[src/logic/vlsu_sseg_settings.svh]
// field widths and sew codes for the segment-access control block, pulled in by `include
`ifndef VLSU_SSEG_SETTINGS_SVH
`define VLSU_SSEG_SETTINGS_SVH

// instruction context
`define SSEG_NF_W     3
`define SSEG_SEW_W    2
`define SSEG_FLD_W    2

// split count, round field on top of the count field
`define SSEG_CNT_W    10
`define SSEG_ROUND_W  2

// one-hot port select per lane
`define SSEG_SEL_W    4

// element width codes
`define SEW_BYTE      2'b00
`define SEW_HALF      2'b01
`define SEW_WORD      2'b10
`define SEW_DWORD     2'b11

`endif

[src/logic/vlsu_sseg_pkg.sv]
// types shared by the segment-access control RTL and its testbench, import with ::*
`include "vlsu_sseg_settings.svh"

package vlsu_sseg_pkg;

  // bit 3 set means a segment sequence owns the buffer
  typedef enum logic [3:0] {
    IDLE      = 4'b0000,
    EXPT_IDLE = 4'b1000,
    MERGE     = 4'b1001,
    WB        = 4'b1010,
    FWD_PRE   = 4'b1100,
    FWD       = 4'b1101,
    WAIT      = 4'b1110,
    EXPT      = 4'b1111
  } sseg_state_e;

  // round tells instructions apart, cnt orders splits within one
  typedef struct packed {
    logic [`SSEG_ROUND_W-1:0]             round;
    logic [`SSEG_CNT_W-`SSEG_ROUND_W-1:0] cnt;
  } split_cnt_t;

  // dc stage create request
  typedef struct packed {
    logic                   create;
    logic                   sseg_first;
    logic                   fof;
    logic                   stall;
    logic [`SSEG_NF_W-1:0]  nf;
    logic [`SSEG_SEW_W-1:0] sew;
    split_cnt_t             split_cnt;
  } dc_req_t;

  // da stage load response
  typedef struct packed {
    logic data_vld;
    logic inst_fls;
    logic expt_vld;
    logic vl_update;
    logic split_last;
  } da_resp_t;

  // segment buffer status
  typedef struct packed {
    logic                     all_vld;
    logic                     all_wb;
    logic                     next_ready;
    logic                     fwd_pre;
    logic                     fwd_start;
    logic [`SSEG_ROUND_W-1:0] round;
  } vtb_stat_t;

  typedef struct packed {
    logic       vld;
    split_cnt_t cnt;
  } vtb_cnt_t;

  // what the FSM exposes to its neighbours
  typedef struct packed {
    sseg_state_e              state;
    logic [`SSEG_NF_W-1:0]    nf;
    logic [`SSEG_SEW_W-1:0]   sew;
    logic [`SSEG_FLD_W-1:0]   fld_cnt;
    logic [`SSEG_ROUND_W-1:0] round;
  } sseg_ctx_t;

  typedef struct packed {
    logic [`SSEG_SEL_W-1:0] sel0;
    logic [`SSEG_SEL_W-1:0] sel1;
    logic [`SSEG_SEL_W-1:0] sel2;
    logic [`SSEG_SEL_W-1:0] sel3;
  } port_sel_t;

endpackage

[src/logic/sseg_lsu_intake.sv]
// load response intake, classifies create requests and holds the fof and exception flags
module sseg_lsu_intake
  import vlsu_sseg_pkg::*;
(
  input  logic     sseg_fsm_clk,
  input  logic     cpurst_b,
  input  logic     flush,
  input  dc_req_t  dc,
  input  da_resp_t da,
  input  logic     sseg_active,
  output logic     merge_start,
  output logic     start_type,
  output logic     abnormal_vld,
  output logic     abnormal_ff,
  output logic     wb_abnormal
);

  logic data_vld_masked;
  logic vl_update_eff;
  logic fof_mask_ff;
  logic expt_ff;

  //==========================================================================
  // create classification
  //==========================================================================
  // nf of 1..3 fields goes through the segment FSM
  assign start_type  = !dc.nf[2] && |dc.nf[1:0];
  assign merge_start = dc.create && dc.sseg_first && start_type;

  //==========================================================================
  // fof and exception tracking
  //==========================================================================
  // drop further data once the sequence has gone abnormal
  assign data_vld_masked = da.data_vld && !(abnormal_ff && sseg_active);
  assign vl_update_eff   = da.data_vld && !da.inst_fls && da.vl_update && !fof_mask_ff;

  // fof mask holds until the last split of the instruction
  always_ff @(posedge sseg_fsm_clk or negedge cpurst_b)
  begin
    if (!cpurst_b)
      fof_mask_ff <= 1'b0;
    else if (da.data_vld && !da.inst_fls && da.split_last)
      fof_mask_ff <= 1'b0;
    else if (vl_update_eff)
      fof_mask_ff <= 1'b1;
  end

  // exception sticks until flush
  always_ff @(posedge sseg_fsm_clk or negedge cpurst_b)
  begin
    if (!cpurst_b)
      expt_ff <= 1'b0;
    else if (flush)
      expt_ff <= 1'b0;
    else if (data_vld_masked && !da.inst_fls && da.expt_vld)
      expt_ff <= 1'b1;
  end

  assign abnormal_vld = data_vld_masked && !da.inst_fls && (vl_update_eff || da.expt_vld);
  assign abnormal_ff  = fof_mask_ff || expt_ff;

  // plain writeback path only reports abnormal outside a segment sequence
  assign wb_abnormal = (abnormal_vld || abnormal_ff) && !sseg_active;

  a_flush_clears_expt: assert property (@(posedge sseg_fsm_clk) disable iff (!cpurst_b)
    flush |=> !expt_ff);

endmodule

[src/logic/sseg_ctrl_fsm.sv]
// segment FSM for load merges and store forwards, with field counter and captured context
`include "vlsu_sseg_settings.svh"

module sseg_ctrl_fsm
  import vlsu_sseg_pkg::*;
(
  input  logic                   sseg_fsm_clk,
  input  logic                   cpurst_b,
  input  logic                   flush,
  input  dc_req_t                dc,
  input  vtb_stat_t              vtb,
  input  logic [`SSEG_NF_W-1:0]  vtb_nf,
  input  logic [`SSEG_SEW_W-1:0] vtb_sew,
  input  logic                   merge_start,
  input  logic                   abnormal_vld,
  input  logic                   abnormal_ff,
  input  logic                   merge_vld,
  input  logic                   fwd_next,
  output sseg_ctx_t              ctx,
  output logic                   last_merge,
  output logic                   trans_up,
  output logic                   start_now,
  output logic                   sseg_vld,
  output logic                   fwd_vld,
  output logic                   wb_vld,
  output logic                   abnormal_out,
  output logic [`SSEG_NF_W-1:0]  sseg_nf
);

  sseg_state_e              cur_state;
  sseg_state_e              next_state;
  logic [`SSEG_NF_W-1:0]    nf;
  logic [`SSEG_SEW_W-1:0]   sew;
  logic [`SSEG_ROUND_W-1:0] round;
  logic [`SSEG_FLD_W-1:0]   fld_cnt;
  logic                     active;
  logic                     next_inst;
  logic                     nf3_part;

  assign active    = cur_state[3];
  assign start_now = (merge_start || vtb.fwd_pre || vtb.fwd_start) && !active;
  assign next_inst = (round != dc.split_cnt.round);

  //==========================================================================
  // state machine
  //==========================================================================
  always_ff @(posedge sseg_fsm_clk or negedge cpurst_b)
  begin
    if (!cpurst_b)
      cur_state <= IDLE;
    else if (flush)
      cur_state <= IDLE;
    else
      cur_state <= next_state;
  end

  always_comb
  begin
    next_state = cur_state;
    case (cur_state)
      IDLE:
      begin
        if (vtb.fwd_start)
          next_state = FWD;
        else if (vtb.fwd_pre)
          next_state = FWD_PRE;
        else if (merge_start && !dc.stall)
          next_state = MERGE;
      end
      MERGE:
      begin
        if (merge_vld && last_merge)
          next_state = WB;
        else if (abnormal_vld)
          next_state = WAIT;
      end
      WB:
      begin
        if (vtb.next_ready)
          next_state = IDLE;
      end
      FWD_PRE:
      begin
        if (vtb.fwd_start)
          next_state = FWD;
      end
      FWD:
      begin
        if (fwd_next && last_merge)
          next_state = IDLE;
      end
      // hold until the buffer has the original values back
      WAIT:
      begin
        if (vtb.all_vld)
          next_state = EXPT;
      end
      EXPT:
      begin
        if (vtb.all_wb && abnormal_ff)
          next_state = EXPT_IDLE;
        else if (vtb.all_wb)
          next_state = IDLE;
      end
      // remaining splits of the same instruction still drain through WAIT
      EXPT_IDLE:
      begin
        if (!abnormal_ff)
          next_state = IDLE;
        else if (merge_start && !dc.stall && !next_inst)
          next_state = WAIT;
      end
      default: next_state = IDLE;
    endcase
  end

  //==========================================================================
  // context capture and field counter
  //==========================================================================
  // store forward takes its shape from the buffer, loads from the request
  always_ff @(posedge sseg_fsm_clk or negedge cpurst_b)
  begin
    if (!cpurst_b)
    begin
      nf    <= '0;
      sew   <= '0;
      round <= '0;
    end
    else if (start_now)
    begin
      nf    <= vtb.fwd_pre ? vtb_nf : dc.nf;
      sew   <= vtb.fwd_pre ? vtb_sew : dc.sew;
      round <= dc.split_cnt.round;
    end
  end

  always_ff @(posedge sseg_fsm_clk or negedge cpurst_b)
  begin
    if (!cpurst_b)
      fld_cnt <= '0;
    else if (start_now)
      fld_cnt <= '0;
    else if (merge_vld || fwd_next)
      fld_cnt <= fld_cnt + 1'b1;
  end

  // three small fields pack into 48 bits per merge, four merges needed
  assign nf3_part   = (nf == 3'd2) && !sew[1];
  assign last_merge = nf3_part ? (&fld_cnt) : (fld_cnt == nf[1:0]);

  assign trans_up = start_now || merge_vld || abnormal_vld || fwd_next
                    || ((cur_state == WAIT) && vtb.all_vld);

  assign ctx = '{state: cur_state, nf: nf, sew: sew, fld_cnt: fld_cnt, round: round};

  // status decodes
  assign sseg_vld     = active;
  assign fwd_vld      = (cur_state == FWD);
  assign wb_vld       = (cur_state == WB) && vtb.all_vld;
  assign abnormal_out = (cur_state == EXPT);
  assign sseg_nf      = nf;

  a_state_legal: assert property (@(posedge sseg_fsm_clk) disable iff (!cpurst_b)
    cur_state inside {IDLE, EXPT_IDLE, MERGE, WB, FWD_PRE, FWD, WAIT, EXPT});

endmodule

[src/logic/sseg_port_sel.sv]
// registered lookup of the four segment buffer port selects, one cycle behind trans_up
`include "vlsu_sseg_settings.svh"

module sseg_port_sel
  import vlsu_sseg_pkg::*;
(
  input  logic                   sseg_fsm_clk,
  input  logic                   cpurst_b,
  input  sseg_ctx_t              ctx,
  input  logic                   start_now,
  input  logic                   trans_up,
  input  logic                   merge_vld,
  input  logic                   fwd_next,
  input  logic [`SSEG_NF_W-1:0]  dc_nf,
  input  logic [`SSEG_SEW_W-1:0] dc_sew,
  input  logic                   vtb_fwd_pre,
  input  logic [`SSEG_NF_W-1:0]  vtb_nf,
  input  logic [`SSEG_SEW_W-1:0] vtb_sew,
  output port_sel_t              sel
);

  logic [`SSEG_NF_W-1:0]  nf_next;
  logic [`SSEG_SEW_W-1:0] sew_next;
  logic [`SSEG_FLD_W-1:0] cnt_next;
  port_sel_t              sel_next;

  // look one cycle ahead so the registered select lines up with the data
  assign nf_next  = start_now ? (vtb_fwd_pre ? vtb_nf : dc_nf) : ctx.nf;
  assign sew_next = start_now ? (vtb_fwd_pre ? vtb_sew : dc_sew) : ctx.sew;
  assign cnt_next = start_now ? '0
                  : (merge_vld || fwd_next) ? ctx.fld_cnt + 1'b1
                  : ctx.fld_cnt;

  //==========================================================================
  // select table, lanes sel0..sel3 from high nibble down
  //==========================================================================
  always_comb
  begin
    sel_next = '0;
    case (sew_next)
      `SEW_BYTE, `SEW_HALF:
      begin
        case ({nf_next, cnt_next})
          {3'd1, 2'd0}: sel_next = 16'h1122;
          {3'd1, 2'd1}: sel_next = 16'h2211;
          // partial fields rotate through all four merges
          {3'd2, 2'd0}: sel_next = 16'h1402;
          {3'd2, 2'd1}: sel_next = 16'h4120;
          {3'd2, 2'd2}: sel_next = 16'h0214;
          {3'd2, 2'd3}: sel_next = 16'h2041;
          {3'd3, 2'd0}: sel_next = 16'h1482;
          {3'd3, 2'd1}: sel_next = 16'h4128;
          {3'd3, 2'd2}: sel_next = 16'h8214;
          {3'd3, 2'd3}: sel_next = 16'h2841;
          default:      sel_next = '0;
        endcase
      end
      `SEW_WORD:
      begin
        case ({nf_next, cnt_next})
          {3'd1, 2'd0}: sel_next = 16'h1122;
          {3'd1, 2'd1}: sel_next = 16'h2211;
          {3'd2, 2'd0}: sel_next = 16'h1122;
          {3'd2, 2'd1}: sel_next = 16'h4411;
          {3'd2, 2'd2}: sel_next = 16'h2244;
          {3'd3, 2'd0}: sel_next = 16'h1122;
          {3'd3, 2'd1}: sel_next = 16'h4488;
          {3'd3, 2'd2}: sel_next = 16'h2211;
          {3'd3, 2'd3}: sel_next = 16'h8844;
          default:      sel_next = '0;
        endcase
      end
      // dword elements need no lane steering
      `SEW_DWORD: sel_next = '0;
      default:    sel_next = '0;
    endcase
  end

  always_ff @(posedge sseg_fsm_clk or negedge cpurst_b)
  begin
    if (!cpurst_b)
      sel <= '0;
    else if (trans_up)
      sel <= sel_next;
  end

  // each lane reads at most one buffer port
  a_sel_onehot0: assert property (@(posedge sseg_fsm_clk) disable iff (!cpurst_b)
    $onehot0(sel.sel0) && $onehot0(sel.sel1) && $onehot0(sel.sel2) && $onehot0(sel.sel3));

endmodule

[src/logic/sseg_pipe_stall.sv]
// buffer stall and split pause from split-count sync between the lsu and the segment buffer
`include "vlsu_sseg_settings.svh"

module sseg_pipe_stall
  import vlsu_sseg_pkg::*;
(
  input  dc_req_t                  dc,
  input  vtb_cnt_t                 cnt0,
  input  vtb_cnt_t                 cnt1,
  input  logic                     fof_vld,
  input  logic                     fld_stall,
  input  logic [`SSEG_ROUND_W-1:0] vtb_round,
  input  sseg_ctx_t                ctx,
  input  logic                     merge_start,
  input  logic                     start_type,
  output logic                     buf_stall,
  output logic                     split_pause
);

  logic vtb_ready;
  logic next_inst;
  logic expt_idle;
  logic full;

  // the lsu may run ahead only within its own round, and only for unit fields
  function automatic logic slot_ready(input vtb_cnt_t slot, input dc_req_t req);
    logic same_round;
    logic cnt_eq;
    logic cnt_gt;
    same_round = (slot.cnt.round == req.split_cnt.round);
    cnt_eq     = (slot.cnt.cnt == req.split_cnt.cnt);
    cnt_gt     = (slot.cnt.cnt > req.split_cnt.cnt);
    return slot.vld && same_round && (cnt_eq || (cnt_gt && !req.nf[2]));
  endfunction

  assign vtb_ready = slot_ready(cnt0, dc) || slot_ready(cnt1, dc);
  assign next_inst = (ctx.round != dc.split_cnt.round);
  assign expt_idle = (ctx.state == EXPT_IDLE);

  // a new segment start needs the whole buffer
  assign full = merge_start
                && !(expt_idle && !next_inst)
                && (ctx.state[3] || (dc.fof && !fof_vld) || cnt0.vld || cnt1.vld);

  assign buf_stall = full
                     || (dc.create && !start_type && !vtb_ready)
                     || fld_stall;

  // hold splits until the buffer moves on from the faulting round
  assign split_pause = (ctx.state == EXPT) || (expt_idle && (vtb_round != ctx.round));

endmodule

[src/logic/vlsu_sseg_top.sv]
// top of the segment-access control block, connects intake, FSM, port select and stall logic
`include "vlsu_sseg_settings.svh"

module vlsu_sseg_top
  import vlsu_sseg_pkg::*;
(
  input  logic                     sseg_fsm_clk,
  input  logic                     cpurst_b,
  input  logic                     flush,
  input  dc_req_t                  dc,
  input  da_resp_t                 da,
  input  vtb_stat_t                vtb,
  input  logic [`SSEG_NF_W-1:0]    vtb_nf,
  input  logic [`SSEG_SEW_W-1:0]   vtb_sew,
  input  vtb_cnt_t                 cnt0,
  input  vtb_cnt_t                 cnt1,
  input  logic                     fof_vld,
  input  logic                     fld_stall,
  input  logic                     merge_vld,
  input  logic                     fwd_next,
  output port_sel_t                sel,
  output logic                     sseg_vld,
  output logic                     fwd_vld,
  output logic                     fwd_last,
  output logic                     wb_vld,
  output logic                     abnormal_out,
  output logic [`SSEG_NF_W-1:0]    sseg_nf,
  output logic                     wb_abnormal,
  output logic                     buf_stall,
  output logic                     split_pause
);

  logic      merge_start;
  logic      start_type;
  logic      abnormal_vld;
  logic      abnormal_ff;
  logic      trans_up;
  logic      start_now;
  sseg_ctx_t ctx;

  sseg_lsu_intake u_intake (
    .sseg_fsm_clk (sseg_fsm_clk), .cpurst_b (cpurst_b), .flush (flush),
    .dc (dc), .da (da), .sseg_active (sseg_vld),
    .merge_start (merge_start), .start_type (start_type),
    .abnormal_vld (abnormal_vld), .abnormal_ff (abnormal_ff), .wb_abnormal (wb_abnormal)
  );

  sseg_ctrl_fsm u_fsm (
    .sseg_fsm_clk (sseg_fsm_clk), .cpurst_b (cpurst_b), .flush (flush),
    .dc (dc), .vtb (vtb), .vtb_nf (vtb_nf), .vtb_sew (vtb_sew),
    .merge_start (merge_start), .abnormal_vld (abnormal_vld), .abnormal_ff (abnormal_ff),
    .merge_vld (merge_vld), .fwd_next (fwd_next),
    .ctx (ctx), .last_merge (fwd_last), .trans_up (trans_up), .start_now (start_now),
    .sseg_vld (sseg_vld), .fwd_vld (fwd_vld), .wb_vld (wb_vld),
    .abnormal_out (abnormal_out), .sseg_nf (sseg_nf)
  );

  sseg_port_sel u_port_sel (
    .sseg_fsm_clk (sseg_fsm_clk), .cpurst_b (cpurst_b), .ctx (ctx),
    .start_now (start_now), .trans_up (trans_up),
    .merge_vld (merge_vld), .fwd_next (fwd_next),
    .dc_nf (dc.nf), .dc_sew (dc.sew),
    .vtb_fwd_pre (vtb.fwd_pre), .vtb_nf (vtb_nf), .vtb_sew (vtb_sew),
    .sel (sel)
  );

  sseg_pipe_stall u_stall (
    .dc (dc), .cnt0 (cnt0), .cnt1 (cnt1), .fof_vld (fof_vld), .fld_stall (fld_stall),
    .vtb_round (vtb.round), .ctx (ctx),
    .merge_start (merge_start), .start_type (start_type),
    .buf_stall (buf_stall), .split_pause (split_pause)
  );

endmodule

[config.mk]
export PLATFORM = sky130hd
export DESIGN_NAME = vlsu_sseg_top
export DESIGN_NICKNAME = d
export VERILOG_FILES = /design/src/logic/vlsu_sseg_pkg.sv /design/src/logic/sseg_lsu_intake.sv /design/src/logic/sseg_ctrl_fsm.sv /design/src/logic/sseg_port_sel.sv /design/src/logic/sseg_pipe_stall.sv /design/src/logic/vlsu_sseg_top.sv
export VERILOG_INCLUDE_DIRS = /design/src /design/src/logic
export SDC_FILE = /design/constraint.sdc
export NUM_CORES = 1
export LEC_CHECK = 0
export ABC_AREA = 0
export BUFFER_PORTS_ARGS = -buffer_cell sky130_fd_sc_hd__clkbuf_2
export CAP_MARGIN = 20
export CORE_MARGIN = 2
export CORE_UTILIZATION = 51
export DETAILED_ROUTE_END_ITERATION = 8
export PLACE_DENSITY = 0.93
export REMOVE_ABC_BUFFERS = 1
export SYNTH_ARGS = -nofsm -noshare
export SYNTH_HDL_FRONTEND = slang
export SYNTH_SLANG_ARGS = --single-unit
export TNS_END_PERCENT = 20
[constraint.sdc]
create_clock -name sseg_fsm_clk -period 2.54 [get_ports sseg_fsm_clk]
set_input_delay 0.508 -clock sseg_fsm_clk [delete_from_list [all_inputs] [get_ports sseg_fsm_clk]]
set_output_delay 0.508 -clock sseg_fsm_clk [all_outputs]
set_load 0.05 [all_outputs]
# Word level (Yosys, flattened, before mapping)
# Memory sizes are Yosys's and may differ from the RTL's.
# Cells that the tools add are included.
# word_totals
elab_cells	145
mem_bits_ro	512
reg_bits	31
output_inout_bits	27
memories	2
# classes
mux	29
eq_ne	26
magnitude_cmp	2
addsub	1
n_reduce_logical	74
# mem_list
memory	depth	width	rd	rd_ports_with_merged_regs	write_ports	line_no	text
(no name shown)	16	16	1	0	0	sseg_port_sel.sv:43	case ({nf_next, cnt_next})
(no name shown)	16	16	1	0	0	sseg_port_sel.sv:60	case ({nf_next, cnt_next})
# op_table
op	n
$mux 4	14
$pmux 16 s3	1
$logic_and 1x1->1	35
$mux 16	2
$pmux 4 s8	1
$eq 4x4->1 const B	7
$logic_or 1x1->1	19
$eq 8x8->1	2
$gt 8x8->1	2
$logic_not 1->1	12
$ne 3x3->1 const B	3
$mux 2	4
$reduce_and 8->1	1
$eq 2x2->1	3
$mux 3	2
$mux 1	5
$ne 5x4->1 const B	1
$eq 2x2->1 const B	2
$logic_not 4->1	1
$ne 2x2->1	2
$ne 4x2->1 const B	1
$ne 4x3->1 const B	1
$ne 4x4->1 const B	1
$reduce_bool 2->1	2
other kinds (7)	8

# Longest topological paths before layout
# logic_depth
ltp_word	10
mapped_depth	8
mapped_depth_nobuf	8

# Cells and area by module
# A second synthesis with hierarchy kept.
# hier_totals
hier_cells	313
hier_area_um2	2702.6
# by_module_without_submodules
module	instances	area_each_um2	cells_each	seq_area_each_um2
sseg_port_sel	1	1012.2	108	350.3
sseg_ctrl_fsm	1	1002.2	116	325.3
sseg_pipe_stall	1	549.3	71	0.0
sseg_lsu_intake	1	138.9	18	50.0

# Least setup slack after synthesis
# No wires, ideal clock.
# synth_path
path_kind	input -> output
start	input port dc[6] (netlist bit)
end	output port buf_stall
n_path_buf	0
setup_slack_ns	-0.670
path_stages	8
t_arrival_ns	2.702
t_required_ns	2.032
path_cell_list	inv_1 ha_1 a21o_1 a2111oi_0 nor2_1 a21oi_1 a31oi_1 o21ai_0
# synth_between
elab_chain_len	9
word_cells_on_any_way	15
classes_between	2 x order compare; 2 x eq/ne; 11 x reduce/logical
# synth_rtl
item	line_no	text
from (decl)	vlsu_sseg_top.sv:10	input dc_req_t dc,
$gt 8x8->1	sseg_pipe_stall.sv:32	cnt_gt = (slot.cnt.cnt > req.split_cnt.cnt);
$logic_and 1x1->1	sseg_pipe_stall.sv:33	return slot.vld && same_round && (cnt_eq || (cnt_gt && !req.nf[2]));
$logic_or 1x1->1	sseg_pipe_stall.sv:33	
$logic_and 1x1->1	sseg_pipe_stall.sv:33	
$logic_or 1x1->1 (*)	sseg_pipe_stall.sv:36	assign vtb_ready = slot_ready(cnt0, dc) || slot_ready(cnt1, dc);
$logic_not 1->1 (*)	sseg_pipe_stall.sv:46	|| (dc.create && !start_type && !vtb_ready)
$logic_and 1x1->1 (*)	sseg_pipe_stall.sv:46	
$logic_or 1x1->1 (*)	sseg_pipe_stall.sv:46	
$logic_or 1x1->1 (*)	sseg_pipe_stall.sv:47	|| fld_stall;
to (decl)	vlsu_sseg_top.sv:29	output logic buf_stall,
# Every way passes the cells marked *; elsewhere a longest branch is shown, timed or not.

# Worst setup path after layout
# Same ends and word-level chain as after synthesis.

==> reports/summary.txt <==
status - finished, final reports clean
Pleak - 1.61 nW
Worst path slowest cell - ha_1
fin crit period - 2530 ps
final setup fails - 0
crit end category - primary output
CTS clk-pin slew, worst paths - 60 ps
routed wire length - 7020 um
delay-heaviest family, CP - compound AO/OA/AOI/OAI gates
vias after detailed routing - 2814
share of layout cells above drive strength 1 - 31.5%
synthesized instance count - 321
CP max stage delay - 300 ps
reg2reg start - u_fsm.fld_cnt[1]
vias in the first global route - 2594
fin area - 3290 um2
Pwr Density - 859 nW/um2
initial antenna violation count - 0
RSZ-0062 raised after global routing - yes
dominant synthesized flop cell - dfrtp_1
# nets final - 494
placed cell areas - 3090 um2
TritonCTS clock tree - done
Total GRT Usage - 27.0%
clk buf depth - 2
synthesis warning total - 0
htree depth - 2
CTS root buffer - clkbuf_8
final-report hold violation count - 0
Area Growth Syn to Fin - 29.3%
Yosys top cell area share - 28.5%
hpwl dp - 5400 um
Layout fillers - 379
Sink Count - 29
register area - 726 um2
setup bufs post-CTS - 0
crit path kind - in2out
Crit Path Max Fanout - 2
Max Slew Vio Count - 0
IO Count - 92
Post-Syn Area - 2550 um2
Initial DRC Count - 410
cell taking the most area after synthesis - dfrtp_1
R2R Setup Slk - 290 ps
Peak VDD IR - 0.388 mV
share of flip-flops with an asynchronous set or reset - 100%
crit path buf inv count - 4
DRT antenna net count - 0
drt drc - 0
Setup Skew - 5.64 ps
flops & latches, synth - 29
hold_buf cts - 0
reg-to-reg endpoint - u_fsm.cur_state[3]
Hold Path Class - in2async
CTS Buf Count - 5
first-pass GRT wire length - 11600 um
Initial Util - 53.6%
Worst EP required - 2030 ps
fmax - 395 MHz
cells on worst reg2reg path - 7
post-DR vias/cell - 5.86
Multi-input gate area - 1700 um2
die area - 5570 um2
# port buffers - 91
Crit path depth - 10
Placeable Area - 4750 um2
Die Y - 74.7 um
Final GP Congestion - 0.936
largest net degree at the start of global routing - 30
die width - 74.7 um
largest cells by area after synthesis - dfrtp_1 (29%), ha_1 (8.4%), nand2_1 (5.5%), o21ai_0 (5.3%), nor2_1 (4.7%)
Max-cap violations - 0
Distinct cells, synth - 56
Startpoint Class - primary input
Tcrit/Tclk final - 99.6%
num rows - 25
CP cell instances - clkbuf_2, inv_2, buf_4, ha_1, a21o_1, a21oi_2, o22ai_1, o211a_1, o21ai_1, clkbuf_8
Worst-Margin Slew - 710 ps
number of synthesized flops with an enable pin - 0
Rel. slew slack - 52.7%
gr ovfl total - 0
Mean Syn Cell Area - 7.93 um2
setup_tns - 0 ps
later-pin clock latency in the skew report - 290 ps
First-pass DRT Iterations - 5
sequential area share after synthesis - 28.5%
Critical Path AT - 2020 ps
Diodes inserted - 0
DR WL/cell - 14.6 um
==> logic make-up (layout without fill, tap and decap cells) <==
| group | count (synthesis) | after routing | share of synthesized area, % |
|---|---|---|---|
| simple gates | 118 | 118 | 22.2 |
| buf+inv | 39 | 131 | 6.88 |
| xor+xnor | 12 | 12 | 4.13 |
| flops | 29 | 29 | 28.5 |
| mux | 12 | 12 | 4.86 |
| fa+ha+maj | 17 | 17 | 8.35 |
| compound gates | 94 | 94 | 25.1 |
==> layout by cell type, fill, tap and decap left out, types with 6 or more instances in the layout <==
cell | netlist | routed
inv_1 | 15 | 13
nand2_1 | 37 | 37
mux2i_1 | 9 | 9
nand3_1 | 11 | 11
clkbuf_8 | 0 | 6
nor2b_1 | 8 | 8
a21oi_1 | 13 | 12
nor2_1 | 32 | 32
xor2_1 | 7 | 7
a31oi_1 | 10 | 10
dfrtp_1 | 29 | 29
clkbuf_2 | 0 | 89
nor3_1 | 6 | 6
buf_4 | 5 | 18
o21ai_0 | 27 | 26
ha_1 | 17 | 15
==> state kept, by name, summed over array words and instances (netlist names) <==
signal	flops
u_intake.fof_mask_ff	1
u_fsm.sseg_nf	3
u_fsm.round	2
u_fsm.sew	2
u_intake.expt_ff	1
u_fsm.cur_state	4
u_fsm.fld_cnt	2
u_port_sel.sel	14
==> layer usage <==
metal / GRT usage (%) / routed length (um)
met5: 0 / 0
met4: 8.33 / 195
met3: 6.16 / 493
met2: 45.9 / 3400
met1: 34.3 / 2930
==> synth_stat cells (4+ instances only) <==
library cell and count:
xor2_1 7, nand3_1 11, ha_1 17, mux2i_1 9, o31ai_1 5, nand2b_1 4
nor3_1 6, nor2b_1 8, nand2_1 37, inv_1 15, a31oi_1 10, dfrtp_1 29
buf_4 5, o22ai_1 4, a21o_1 4, clkbuf_1 15, nor3b_1 5, xnor2_1 5
a21oi_1 13, o21ai_0 27, o211ai_1 4, nor2_1 32
==> worst max-delay path by stage <==
stage / startpoint / to / slack (ps)
after global routing: dc[6] / buf_stall / -70
after CTS: dc[1] / buf_stall / 0.6
after global placement: dc[6] / buf_stall / -240
after detailed placement: dc[6] / buf_stall / -290
after floorplan: dc[6] / buf_stall / -670
final: dc[6] / buf_stall / 10
==> power by group <==
| part | total (mW) | switching, mW | internal (mW) |
|---|---|---|---|
| Clock | 0.574 | 0.184 | 0.389 |
| Sequential | 0.730 | 0.164 | 0.567 |
| Combinational | 1.52 | 0.981 | 0.541 |
==> layout make-up <==
type                       instances  share of cell area [%]
clock buffer                       5                    2.09
clock inverter                     3                    1.98
inverter                          15                    1.71
multi-input combinational        253                    51.6
sequential                        29                    22.0
tap                               67                    2.55
timing repair buffer             108                    18.1
==> metrics by stage <==
step           power (mW)  util [%]  instances  worst slack [ps]  hold WS [ps]
3_3_place_gp         2.14      65.1        472              -240           453
4_1_cts              2.80      68.9        480             0.584           282
3_5_place_dp         2.19      65.1        472              -294           457
6_report             2.83      69.2        480              9.57           258
2_1_floorplan        1.74         -        297              -670           212
5_1_grt              3.00      69.2        480             -74.5           324
==> worst register-to-register path, cell delays in order (launching register included) <==
cell and delay, ps:
dfrtp_1 430, ha_1 190, or3b_1 350, o311a_1 160, o31ai_4 280, nand2_1 90
a221o_1 460, mux2i_1 220
==> what timing repair did <==
action                                 4_1_cts  5_1_grt
resized for setup                           11        4
pin swaps                                    7        3
gates cloned                                 0        0
setup endpoints to repair                    1        2
endpoints found under the hold margin        0        0
No activity file was read; power rests on OpenSTA's default activity.
